===== src/rtl/kernel_helper_pkg.sv =====
`default_nettype none

package kernel_helper_pkg;

   // ==================================================
   // Control bus widths
   // ==================================================
   localparam int AXIL_ADDR_W = 32;               // Host side address
   localparam int AXIL_DATA_W = 32;
   localparam int AXIL_STRB_W = AXIL_DATA_W / 8;  // One strobe per byte

   // ==================================================
   // Special register offsets inside the helper half
   // ==================================================
   localparam int OFS_KERNEL_TYPE   = 'h10; // Read only
   localparam int OFS_RELEASE_LEVEL = 'h14; // Read only
   localparam int OFS_IRQ_SRC_LO    = 'h18; // Write only
   localparam int OFS_IRQ_SRC_HI    = 'h1C; // Write only
   localparam int OFS_CONTEXT       = 'h20; // Read and write

   // Kernel name occupies eight consecutive words from here
   localparam int OFS_NAME_BASE     = 'h30;
   localparam int NAME_WORDS        = 8;

   localparam logic [1:0] RESP_OKAY = 2'b00;

   // ==================================================
   // AXI-Lite channel payloads
   // ==================================================
   typedef struct packed {
      logic [AXIL_ADDR_W-1:0] addr;
   } axil_aw_t;

   typedef struct packed {
      logic [AXIL_DATA_W-1:0] data;
      logic [AXIL_STRB_W-1:0] strb;
   } axil_w_t;

   typedef struct packed {
      logic [AXIL_ADDR_W-1:0] addr;
   } axil_ar_t;

   typedef struct packed {
      logic [AXIL_DATA_W-1:0] data;
      logic [1:0]             resp;
   } axil_r_t;

   // Write response carries only the code
   typedef struct packed {
      logic [1:0] resp;
   } axil_b_t;

endpackage

`default_nettype wire


===== src/rtl/ctrl_router.sv =====
`timescale 1ns/1ps
`default_nettype none

module ctrl_router #(
   parameter int REG_RANGE_BIT = 17,
   parameter int CTRL_ADDR_W   = 16
) (
   input  wire                                       clk,
   input  wire                                       resetn,

   // Host side
   input  wire kernel_helper_pkg::axil_aw_t          host_aw,
   input  wire                                       host_aw_valid,
   output logic                                      host_aw_ready,
   input  wire kernel_helper_pkg::axil_w_t           host_w,
   input  wire                                       host_w_valid,
   output logic                                      host_w_ready,
   input  wire kernel_helper_pkg::axil_ar_t          host_ar,
   input  wire                                       host_ar_valid,
   output logic                                      host_ar_ready,
   output kernel_helper_pkg::axil_r_t                host_r,
   output logic                                      host_r_valid,
   input  wire                                       host_r_ready,
   output kernel_helper_pkg::axil_b_t                host_b,
   output logic                                      host_b_valid,
   input  wire                                       host_b_ready,

   // Kernel side
   output logic [CTRL_ADDR_W-1:0]                    krn_awaddr,
   output logic                                      krn_aw_valid,
   input  wire                                       krn_aw_ready,
   output kernel_helper_pkg::axil_w_t                krn_w,
   output logic                                      krn_w_valid,
   input  wire                                       krn_w_ready,
   output logic [CTRL_ADDR_W-1:0]                    krn_araddr,
   output logic                                      krn_ar_valid,
   input  wire                                       krn_ar_ready,
   input  wire kernel_helper_pkg::axil_r_t           krn_r,
   input  wire                                       krn_r_valid,
   output logic                                      krn_r_ready,
   input  wire kernel_helper_pkg::axil_b_t           krn_b,
   input  wire                                       krn_b_valid,
   output logic                                      krn_b_ready,

   // Register bank
   output logic                                      wr_hit,
   output logic [REG_RANGE_BIT-1:0]                  wr_ofs,
   output logic [kernel_helper_pkg::AXIL_DATA_W-1:0] wr_data,
   output logic                                      rd_hit,
   output logic [REG_RANGE_BIT-1:0]                  rd_ofs,
   input  wire [kernel_helper_pkg::AXIL_DATA_W-1:0]  rd_word
);

   logic helper_w; // Range bit of the write address
   logic helper_r;
   logic rd_busy;  // Read accepted by the kernel, response not yet taken

   assign helper_w = host_aw.addr[REG_RANGE_BIT];
   assign helper_r = host_ar.addr[REG_RANGE_BIT];

   // ==================================================
   // Write path
   // ==================================================
   // Helper accesses still go to the kernel, at an address it ignores
   assign krn_awaddr    = helper_w ? {CTRL_ADDR_W{1'b1}} : host_aw.addr[CTRL_ADDR_W-1:0];
   assign krn_aw_valid  = host_aw_valid;
   assign host_aw_ready = krn_aw_ready;
   assign krn_w         = host_w;
   assign krn_w_valid   = host_w_valid;
   assign host_w_ready  = krn_w_ready;
   assign host_b        = krn_b;        // Kernel answers every write
   assign host_b_valid  = krn_b_valid;
   assign krn_b_ready   = host_b_ready;

   assign wr_hit  = host_aw_valid & host_w_valid & helper_w;
   assign wr_ofs  = host_aw.addr[REG_RANGE_BIT-1:0];
   assign wr_data = host_w.data;

   // ==================================================
   // Read path
   // ==================================================
   assign krn_araddr    = helper_r ? {CTRL_ADDR_W{1'b1}} : host_ar.addr[CTRL_ADDR_W-1:0];
   assign krn_ar_valid  = host_ar_valid;
   assign host_ar_ready = krn_ar_ready;
   assign host_r_valid  = krn_r_valid;
   assign krn_r_ready   = host_r_ready;

   // Every ar valid cycle loads the read word
   // Kernel range reads present offset zero, which holds no register
   assign rd_hit = host_ar_valid;
   assign rd_ofs = helper_r ? host_ar.addr[REG_RANGE_BIT-1:0] : '0;

   always_ff @(posedge clk) begin
      if (!resetn) begin
         rd_busy <= 1'b0;
      end else if (host_ar_valid && krn_ar_ready) begin
         rd_busy <= 1'b1;
      end else if (krn_r_valid && host_r_ready) begin
         rd_busy <= 1'b0;
      end
   end

   always_comb begin
      host_r      = krn_r;
      host_r.data = krn_r.data | (rd_busy ? rd_word : '0); // Kernel returns zero on helper reads
   end

endmodule

`default_nettype wire


===== src/rtl/helper_regs.sv =====
`timescale 1ns/1ps
`default_nettype none

module helper_regs #(
   parameter int          REG_RANGE_BIT = 17,
   parameter logic [31:0] KERNEL_TYPE   = 32'h0000_ABCD,
   parameter logic [31:0] RELEASE_LEVEL = 32'h0000_0001,
   // Word 0 of the name sits in the low bits
   parameter logic [kernel_helper_pkg::NAME_WORDS*kernel_helper_pkg::AXIL_DATA_W-1:0]
                          KERNEL_NAME   = {{7{32'h2020_2020}}, 32'h7473_6574},
   parameter int          CTXW          = 9
) (
   input  wire                                       clk,
   input  wire                                       resetn,
   input  wire                                       wr_hit,
   input  wire [REG_RANGE_BIT-1:0]                   wr_ofs,
   input  wire [kernel_helper_pkg::AXIL_DATA_W-1:0]  wr_data,
   input  wire                                       rd_hit,
   input  wire [REG_RANGE_BIT-1:0]                   rd_ofs,
   output logic [kernel_helper_pkg::AXIL_DATA_W-1:0] rd_word,
   output logic [63:0]                               irq_src,
   output logic [CTXW-1:0]                           irq_ctx
);

   localparam int DW         = kernel_helper_pkg::AXIL_DATA_W;
   localparam int NAME_IDX_W = $clog2(kernel_helper_pkg::NAME_WORDS);

   // Name window bounds at offset width
   localparam logic [REG_RANGE_BIT-1:0] NAME_LO =
      REG_RANGE_BIT'(kernel_helper_pkg::OFS_NAME_BASE);
   localparam logic [REG_RANGE_BIT-1:0] NAME_HI =
      REG_RANGE_BIT'(kernel_helper_pkg::OFS_NAME_BASE + 4 * kernel_helper_pkg::NAME_WORDS);

   logic [DW-1:0]            ctx_q;
   logic [DW-1:0]            src_lo_q;
   logic [DW-1:0]            src_hi_q;
   logic [REG_RANGE_BIT-1:0] name_ofs;
   logic                     name_hit;
   logic [NAME_IDX_W-1:0]    name_idx;
   logic [DW-1:0]            rd_next;

   // ==================================================
   // Writable registers
   // ==================================================
   always_ff @(posedge clk) begin
      if (!resetn) begin
         ctx_q    <= '0;
         src_lo_q <= '0;
         src_hi_q <= '0;
      end else if (wr_hit) begin
         case (wr_ofs)
            kernel_helper_pkg::OFS_CONTEXT:    ctx_q    <= wr_data;
            kernel_helper_pkg::OFS_IRQ_SRC_LO: src_lo_q <= wr_data;
            kernel_helper_pkg::OFS_IRQ_SRC_HI: src_hi_q <= wr_data;
            default: ;
         endcase
      end
   end

   assign irq_src = {src_hi_q, src_lo_q};
   assign irq_ctx = ctx_q[CTXW-1:0]; // Context id is the low CTXW bits

   // ==================================================
   // Read word
   // ==================================================
   always_comb begin
      name_ofs = rd_ofs - NAME_LO;
      name_hit = (rd_ofs >= NAME_LO) && (rd_ofs < NAME_HI) && (rd_ofs[1:0] == 2'b00);
      name_idx = name_ofs[NAME_IDX_W+1:2];

      // Interrupt source halves are write only and fall to default
      case (rd_ofs)
         kernel_helper_pkg::OFS_KERNEL_TYPE:   rd_next = KERNEL_TYPE;
         kernel_helper_pkg::OFS_RELEASE_LEVEL: rd_next = RELEASE_LEVEL;
         kernel_helper_pkg::OFS_CONTEXT:       rd_next = ctx_q;
         default: begin
            rd_next = name_hit ? KERNEL_NAME[name_idx*DW +: DW] : '0;
         end
      endcase
   end

   // Held until the next read request so the late kernel response can pick it up
   always_ff @(posedge clk) begin
      if (!resetn) begin
         rd_word <= '0;
      end else if (rd_hit) begin
         rd_word <= rd_next;
      end
   end

endmodule

`default_nettype wire


===== src/rtl/irq_handshake.sv =====
`timescale 1ns/1ps
`default_nettype none

module irq_handshake (
   input  wire  clk,
   input  wire  resetn,
   input  wire  interrupt_i,   // Level from the kernel
   output logic interrupt_req,
   input  wire  interrupt_ack
);

   logic seen_q;     // Current interrupt level already reported
   logic wait_ack_q; // Request sent, acknowledge outstanding

   // Request pulses on a rise and stays up while a pending wait blocks seen
   assign interrupt_req = interrupt_i & ~seen_q;

   always_ff @(posedge clk) begin
      if (!resetn) begin
         seen_q     <= 1'b0;
         wait_ack_q <= 1'b0;
      end else begin
         wait_ack_q <= interrupt_req | (wait_ack_q & ~interrupt_ack);
         // Seen only sets once the previous request was acknowledged
         seen_q     <= interrupt_i & (seen_q | ~wait_ack_q);
      end
   end

endmodule

`default_nettype wire


===== src/rtl/kernel_helper.sv =====
`timescale 1ns/1ps
`default_nettype none

module kernel_helper #(
   parameter logic [31:0] KERNEL_TYPE   = 32'h0000_ABCD,
   parameter logic [31:0] RELEASE_LEVEL = 32'h0000_0001,
   parameter logic [kernel_helper_pkg::NAME_WORDS*kernel_helper_pkg::AXIL_DATA_W-1:0]
                          KERNEL_NAME   = {{7{32'h2020_2020}}, 32'h7473_6574},
   parameter int          REG_RANGE_BIT = 17, // Upper half of the kernel window
   parameter int          CTXW          = 9,
   parameter int          CTRL_ADDR_W   = 16  // Kernel control address width
) (
   input  wire                              clk,
   input  wire                              resetn,

   // Interrupt
   input  wire                              interrupt_i,
   output logic                             interrupt_req,
   output logic [63:0]                      interrupt_src,
   output logic [CTXW-1:0]                  interrupt_ctx,
   input  wire                              interrupt_ack,

   // Host side AXI-Lite slave
   input  wire kernel_helper_pkg::axil_aw_t host_aw,
   input  wire                              host_aw_valid,
   output logic                             host_aw_ready,
   input  wire kernel_helper_pkg::axil_w_t  host_w,
   input  wire                              host_w_valid,
   output logic                             host_w_ready,
   input  wire kernel_helper_pkg::axil_ar_t host_ar,
   input  wire                              host_ar_valid,
   output logic                             host_ar_ready,
   output kernel_helper_pkg::axil_r_t       host_r,
   output logic                             host_r_valid,
   input  wire                              host_r_ready,
   output kernel_helper_pkg::axil_b_t       host_b,
   output logic                             host_b_valid,
   input  wire                              host_b_ready,

   // Kernel side AXI-Lite master
   output logic [CTRL_ADDR_W-1:0]           krn_awaddr,
   output logic                             krn_aw_valid,
   input  wire                              krn_aw_ready,
   output kernel_helper_pkg::axil_w_t       krn_w,
   output logic                             krn_w_valid,
   input  wire                              krn_w_ready,
   output logic [CTRL_ADDR_W-1:0]           krn_araddr,
   output logic                             krn_ar_valid,
   input  wire                              krn_ar_ready,
   input  wire kernel_helper_pkg::axil_r_t  krn_r,
   input  wire                              krn_r_valid,
   output logic                             krn_r_ready,
   input  wire kernel_helper_pkg::axil_b_t  krn_b,
   input  wire                              krn_b_valid,
   output logic                             krn_b_ready
);

   logic                                  wr_hit;
   logic [REG_RANGE_BIT-1:0]              wr_ofs;
   logic [kernel_helper_pkg::AXIL_DATA_W-1:0] wr_data;
   logic                                  rd_hit;
   logic [REG_RANGE_BIT-1:0]              rd_ofs;
   logic [kernel_helper_pkg::AXIL_DATA_W-1:0] rd_word;

   ctrl_router #(
      .REG_RANGE_BIT (REG_RANGE_BIT),
      .CTRL_ADDR_W   (CTRL_ADDR_W)
   ) u_ctrl_router (
      .clk           (clk),
      .resetn        (resetn),
      .host_aw       (host_aw),
      .host_aw_valid (host_aw_valid),
      .host_aw_ready (host_aw_ready),
      .host_w        (host_w),
      .host_w_valid  (host_w_valid),
      .host_w_ready  (host_w_ready),
      .host_ar       (host_ar),
      .host_ar_valid (host_ar_valid),
      .host_ar_ready (host_ar_ready),
      .host_r        (host_r),
      .host_r_valid  (host_r_valid),
      .host_r_ready  (host_r_ready),
      .host_b        (host_b),
      .host_b_valid  (host_b_valid),
      .host_b_ready  (host_b_ready),
      .krn_awaddr    (krn_awaddr),
      .krn_aw_valid  (krn_aw_valid),
      .krn_aw_ready  (krn_aw_ready),
      .krn_w         (krn_w),
      .krn_w_valid   (krn_w_valid),
      .krn_w_ready   (krn_w_ready),
      .krn_araddr    (krn_araddr),
      .krn_ar_valid  (krn_ar_valid),
      .krn_ar_ready  (krn_ar_ready),
      .krn_r         (krn_r),
      .krn_r_valid   (krn_r_valid),
      .krn_r_ready   (krn_r_ready),
      .krn_b         (krn_b),
      .krn_b_valid   (krn_b_valid),
      .krn_b_ready   (krn_b_ready),
      .wr_hit        (wr_hit),
      .wr_ofs        (wr_ofs),
      .wr_data       (wr_data),
      .rd_hit        (rd_hit),
      .rd_ofs        (rd_ofs),
      .rd_word       (rd_word)
   );

   helper_regs #(
      .REG_RANGE_BIT (REG_RANGE_BIT),
      .KERNEL_TYPE   (KERNEL_TYPE),
      .RELEASE_LEVEL (RELEASE_LEVEL),
      .KERNEL_NAME   (KERNEL_NAME),
      .CTXW          (CTXW)
   ) u_helper_regs (
      .clk     (clk),
      .resetn  (resetn),
      .wr_hit  (wr_hit),
      .wr_ofs  (wr_ofs),
      .wr_data (wr_data),
      .rd_hit  (rd_hit),
      .rd_ofs  (rd_ofs),
      .rd_word (rd_word),
      .irq_src (interrupt_src),
      .irq_ctx (interrupt_ctx)
   );

   irq_handshake u_irq_handshake (
      .clk           (clk),
      .resetn        (resetn),
      .interrupt_i   (interrupt_i),
      .interrupt_req (interrupt_req),
      .interrupt_ack (interrupt_ack)
   );

endmodule

`default_nettype wire


===== config.mk =====
export PLATFORM = sky130hd
export DESIGN_NAME = kernel_helper
export DESIGN_NICKNAME = d
export VERILOG_FILES = /design/src/rtl/kernel_helper_pkg.sv /design/src/rtl/ctrl_router.sv /design/src/rtl/helper_regs.sv /design/src/rtl/irq_handshake.sv /design/src/rtl/kernel_helper.sv
export SDC_FILE = /design/constraint.sdc
export NUM_CORES = 1
export LEC_CHECK = 0
export BUFFER_PORTS_ARGS = -buffer_cell sky130_fd_sc_hd__buf_2
export CORE_AREA = 3 3 131 133
export CTS_CLUSTER_DIAMETER = 40
export DETAILED_ROUTE_END_ITERATION = 16
export DIE_AREA = 0 0 134 136
export PLACE_DENSITY = 0.72
export SKIP_CTS_REPAIR_TIMING = 1
export SLEW_MARGIN = 30
export SYNTH_ARGS = -nofsm -noshare
export SYNTH_HDL_FRONTEND = slang
export SYNTH_SLANG_ARGS = --single-unit
export TNS_END_PERCENT = 100

===== constraint.sdc =====
create_clock -name clk -period 1.8 [get_ports clk]
set_input_delay 0.18 -clock clk [delete_from_list [all_inputs] [get_ports clk]]
set_output_delay 0.18 -clock clk [all_outputs]
set_load 0.005 [all_outputs]

---- Word level (Yosys, flattened, before mapping) ----
Cells that the tools add are included.
storage, ports and cells
  flip-flop bits (word level) ............. 131
  output and inout port bits .............. 188
  logic and storage cells ................. 45
cells by class
  add/subtract/negate cells ............... 1
  order comparisons ....................... 2
  equality and inequality tests ........... 6
  shift-type cells ........................ 1
  muxes and demuxes ....................... 8
  bitwise operators ....................... 11
  reductions and logical operators ........ 9
operators by type and width
  kind                                                                 number
  variable part select 256 x 9 -> 32 bit (first input constant)        1
  one-hot mux 32 bit (3 select lines)                                  1
  == test 17 x 5 -> 1 bit (second input constant)                      4
  two-way mux 32 bit                                                   2
  == test 17 x 6 -> 1 bit (second input constant)                      2
  two-way mux 16 bit                                                   2
  OR 32 bit                                                            1
  greater-or-equal comparator 17 x 6 -> 1 bit (second input constant)  1
  less-than comparator 17 x 7 -> 1 bit (second input constant)         1
  two-way mux 17 bit                                                   1
  AND reduction 2 bit                                                  3
  bitwise AND 1 bit                                                    5
  subtractor 5 bit (second input constant)                             1
  logical AND 1 bit                                                    4
  NOT 1 bit                                                            3
  logical NOT 2 bit                                                    1
  two-way mux 1 bit                                                    2
  OR 1 bit                                                             2
  nonzero test 2 bit                                                   1

---- Depth between registers and ports, before layout ----
  depth after elaboration ................. 6
  gate-level depth with buffers ........... 7
  depth with buffers taken out ............ 4

---- Hierarchy ----
A second synthesis with hierarchy kept.
unflattened totals
  cell total of the unflattened synthesis .. 716
  area, all modules ....................... 6545.0 um^2
by module, submodules not included
  module         times used  cells an instance  area each (um^2)  seq. area each (um^2)
  helper_regs    1           514                5039.8            2562.5
  ctrl_router    1           194                1425.1            20.0
  irq_handshake  1           8                  80.1              40.0

---- Worst setup path before layout ----
Ideal clock, no wire load.
  path kind ............................... input-to-reg
  from .................................... input port host_ar[0] in the netlist's numbering
  to ...................................... register u_helper_regs.rd_word[27] in the netlist's numbering
  library setup time ...................... 70 ps
  arrival time ............................ 1591 ps
  setup slack ............................. 138 ps
  cell stages on the path ................. 5
  buffers on the path ..................... 1
  path through ............................ or4_4 -> nor3_2 -> buf_2 -> nand4_1 -> a21boi_1
on the way
  longest elaborated chain between the ends .. 6
ends and longest elaborated chain
  item                                                      RTL line             source
  start, declared                                           kernel_helper.sv:30  input wire kernel_helper_pkg::axil_ar_t host_ar,
  two-way mux 17 bit *                                      ctrl_router.sv:91    assign rd_ofs = helper_r ? host_ar.addr[REG_RANGE_BIT-1:0] : '0;
  branches (longest 4 deep; another with subtractor 5 bit)  -
  one-hot mux 32 bit (3 select lines) *                     helper_regs.sv:72    case (rd_ofs)
  end signal, assigned                                      helper_regs.sv:87    rd_word <= rd_next;
  end, declared                                             helper_regs.sv:20    output logic [kernel_helper_pkg::AXIL_DATA_W-1:0] rd_word,
Every way passes the cells marked *.
A chain may end at the register's enable or synchronous reset.

==> results_dict.tcl <==
set metrics [dict create \
    drive_above_1_share 0.406 \
    cts_root_buf "clkbuf_16" \
    synth.area.top_cells "dfxtp_1 (43%), mux2i_1 (10%), buf_4 (7.7%)" \
    synth.yosys.warnings 0 \
    power.total_mw 6.75 \
    vias 5700 \
    cp.required_ns 1.62 \
    wl_per_cell_um 16.1 \
    grt_use_total 0.196 \
    seq_power_share 0.437 \
    maxCapViolCount 0 \
    worst_slew_pin_slew_ns 0.645 \
    syn-num-nets 855 \
    yosysUniqueCellTypes 38 \
    routed_wl_um 18500 \
    final_nets 1067 \
    synthFlopType "dfxtp_1" \
    setup_slack_ns 0.175 \
    postSynth.asyncResetShare 0 \
    tns_ns 0 \
    overflow 0 \
    crit_arrival_ns 1.44 \
    hold_path_class "in -> reg" \
    antenna_found_initial 0 \
    post-route-period-util 0.903 \
    powerDensity_nw_per_um2 841 \
    critPathMaxFanout 22 \
    cts_tree "done" \
    power.switching_mw 1.59 \
    syn2layout_area_growth_pct 30.4 \
    fin_hold_ws_ns 0.00161 \
    grt.met3_usage 0.0444 \
    syn_inst 705 \
    p_leak_nw 3.51 \
    vdd_drop_max_mv 0.598 \
    hold_violations 0 \
    synth_seq_cells 131 \
    yosys.area.top_type "dfxtp_1" \
    syn_avg_cell_area_um2 8.72 \
    ant_nets 0 \
    use_met1 0.253 \
    synth-edff-count 0 \
    period_needed_ns 1.62 \
    use_met2 0.329 \
    core_um2 15900 \
    drtIter0Drc 295 \
    finClkSkew_ns 0.00805 \
    drc_errors 0 \
    status "finished clean" \
    swShare 0.235 \
    crit_path_start_kind "flop" \
    cts_buffer_depth 2 \
    grt_max_degree 85 \
    initial_core_util 0.386 \
    rows 46 \
    num_antenna_cells 0 \
    pre_cts_ws_ns -0.0124 \
    endpoint_kind "output port" \
    yosysSeqAreaShare 0.427 \
    die_h_um 136 \
    p_int_mw 5.16 \
    dpl_cell_area_um2 7460 \
    clk_latency_ns 0.41 \
    die_w_um 134 \
    path_clk_slew_ns 0.06 \
    io_buffers 285 \
    fmax_mhz 615 \
    viasPerCell 4.97 \
    grt_pass1_vias 5336 \
    synth_area_um2 6150 \
    clock_power_share 0.474 \
    design_area_um2 8020 \
    setup_viol 0 \
    cts.htree.levels 4 \
    dieArea_um2 18200 \
    rsz0062_at_grt "no" \
    clock-sinks 131 \
    grt_pass1_wl_um 28300 \
    cts_buffers 17 \
    firstDrtPassIters 6 \
    dp_hpwl_um 13100 \
    combPwrFrac 0.089 \
    crit_type "reg -> out" \
    slew_headroom 0.568 \
    ios 338 \
    finalMaxSlewViolations 0 \
    gp_congestion 0.825 \
    busiest_layer "met2" \
    synth_top_area_share 0.427 \
]
## cell families (layout without fill, tap and decap cells)
logic type | Yosys count | in the layout | synth area share
simple gates | 231 | 231 | 0.189
mux | 64 | 64 | 0.104
buf+inv | 116 | 341 | 0.113
compound gates | 163 | 163 | 0.167
flops | 131 | 131 | 0.427
## cell usage after synthesis (2+ instances only)
cell	number
a21boi_0	34
a21boi_1	7
a21o_1	32
a21oi_1	23
a31oi_1	4
and4b_1	2
buf_1	3
buf_2	7
buf_4	63
buf_6	2
clkbuf_1	39
dfxtp_1	131
inv_1	2
mux2i_1	64
nand2_1	109
nand3_1	53
nand3b_1	2
nand4_1	9
nand4b_1	2
nor2_1	3
nor2b_1	3
nor3_2	2
nor4_1	4
o211ai_1	3
o21ai_0	56
or2_2	33
or4_4	2
## critical path: stages (launching register included)
cell	delay [ns]
dfxtp_1	0.59
buf_12	0.22
a21o_1	0.12
buf_2	0.10
## path summary, 6_finish.rpt
path,from,to,slack [ns],cells past startpoint
worst max-delay path,u_ctrl_router.rd_busy$_SDFFE_PN0P_,host_r[17],0.18,3
worst min-delay path,interrupt_i,u_irq_handshake.seen_q$_SDFF_PN0_,0.002,3
worst max register to register,u_ctrl_router.rd_busy$_SDFFE_PN0P_,u_ctrl_router.rd_busy$_SDFFE_PN0P_,0.72,3
worst min register to register,u_irq_handshake.wait_ack_q$_SDFF_PN0_,u_irq_handshake.seen_q$_SDFF_PN0_,0.43,1
## per-layer routing
layer / share of wire / routed length (um)
met1: 0.44 / 8090
met2: 0.49 / 9020
met3: 0.060 / 1110
met4: 0.013 / 246
met5: 0 / 0
## flip-flops by register name, summed over array words and instances, names as in the netlist
register / count
u_helper_regs.src_lo_q: 32
u_ctrl_router.rd_busy: 1
u_helper_regs.src_hi_q: 32
u_helper_regs.rd_word: 32
u_irq_handshake.wait_ack_q: 1
u_helper_regs.ctx_q: 32
u_irq_handshake.seen_q: 1
## cell type report
cell class | instances | area [um^2]
clock buffer | 25 | 505
clock inverter | 7 | 48.8
fill | 1529 | 7920
inverter | 2 | 7.51
multi-input combinational | 458 | 2860
sequential | 131 | 2620
tap | 216 | 270
timing repair buffer | 307 | 1710
## layout by cell type, fill, tap and decap left out, types with 5 or more instances in the layout
cell | netlist | routed
nand3_1 | 53 | 53
mux2i_1 | 64 | 64
buf_4 | 63 | 14
buf_2 | 7 | 284
nand4_1 | 9 | 9
a21oi_1 | 23 | 23
clkbuf_16 | 0 | 17
or2_2 | 33 | 33
a21boi_0 | 34 | 34
a21o_1 | 32 | 32
dfxtp_1 | 131 | 131
nand2_1 | 109 | 109
clkbuf_8 | 0 | 5
a21boi_1 | 7 | 7
o21ai_0 | 56 | 56
buf_12 | 0 | 9
## power by group through the flow
stage	Sequential (mW)	Combinational, mW	Clock [mW]
after CTS	2.95	0.604	3.27
after global placement	3.01	0.598	0
after global routing	2.95	0.660	3.40
after floorplan	3.00	0.333	0
after detailed placement	3.01	0.601	0
final	2.95	0.600	3.20
## metrics by stage
step	utilization	instances
after detailed placement	0.468	1114
after global routing	0.503	1146
after floorplan	-	705
final	0.503	1146
after CTS	0.503	1146
after global placement	0.468	1114
Power figures use the tool's default switching activity.
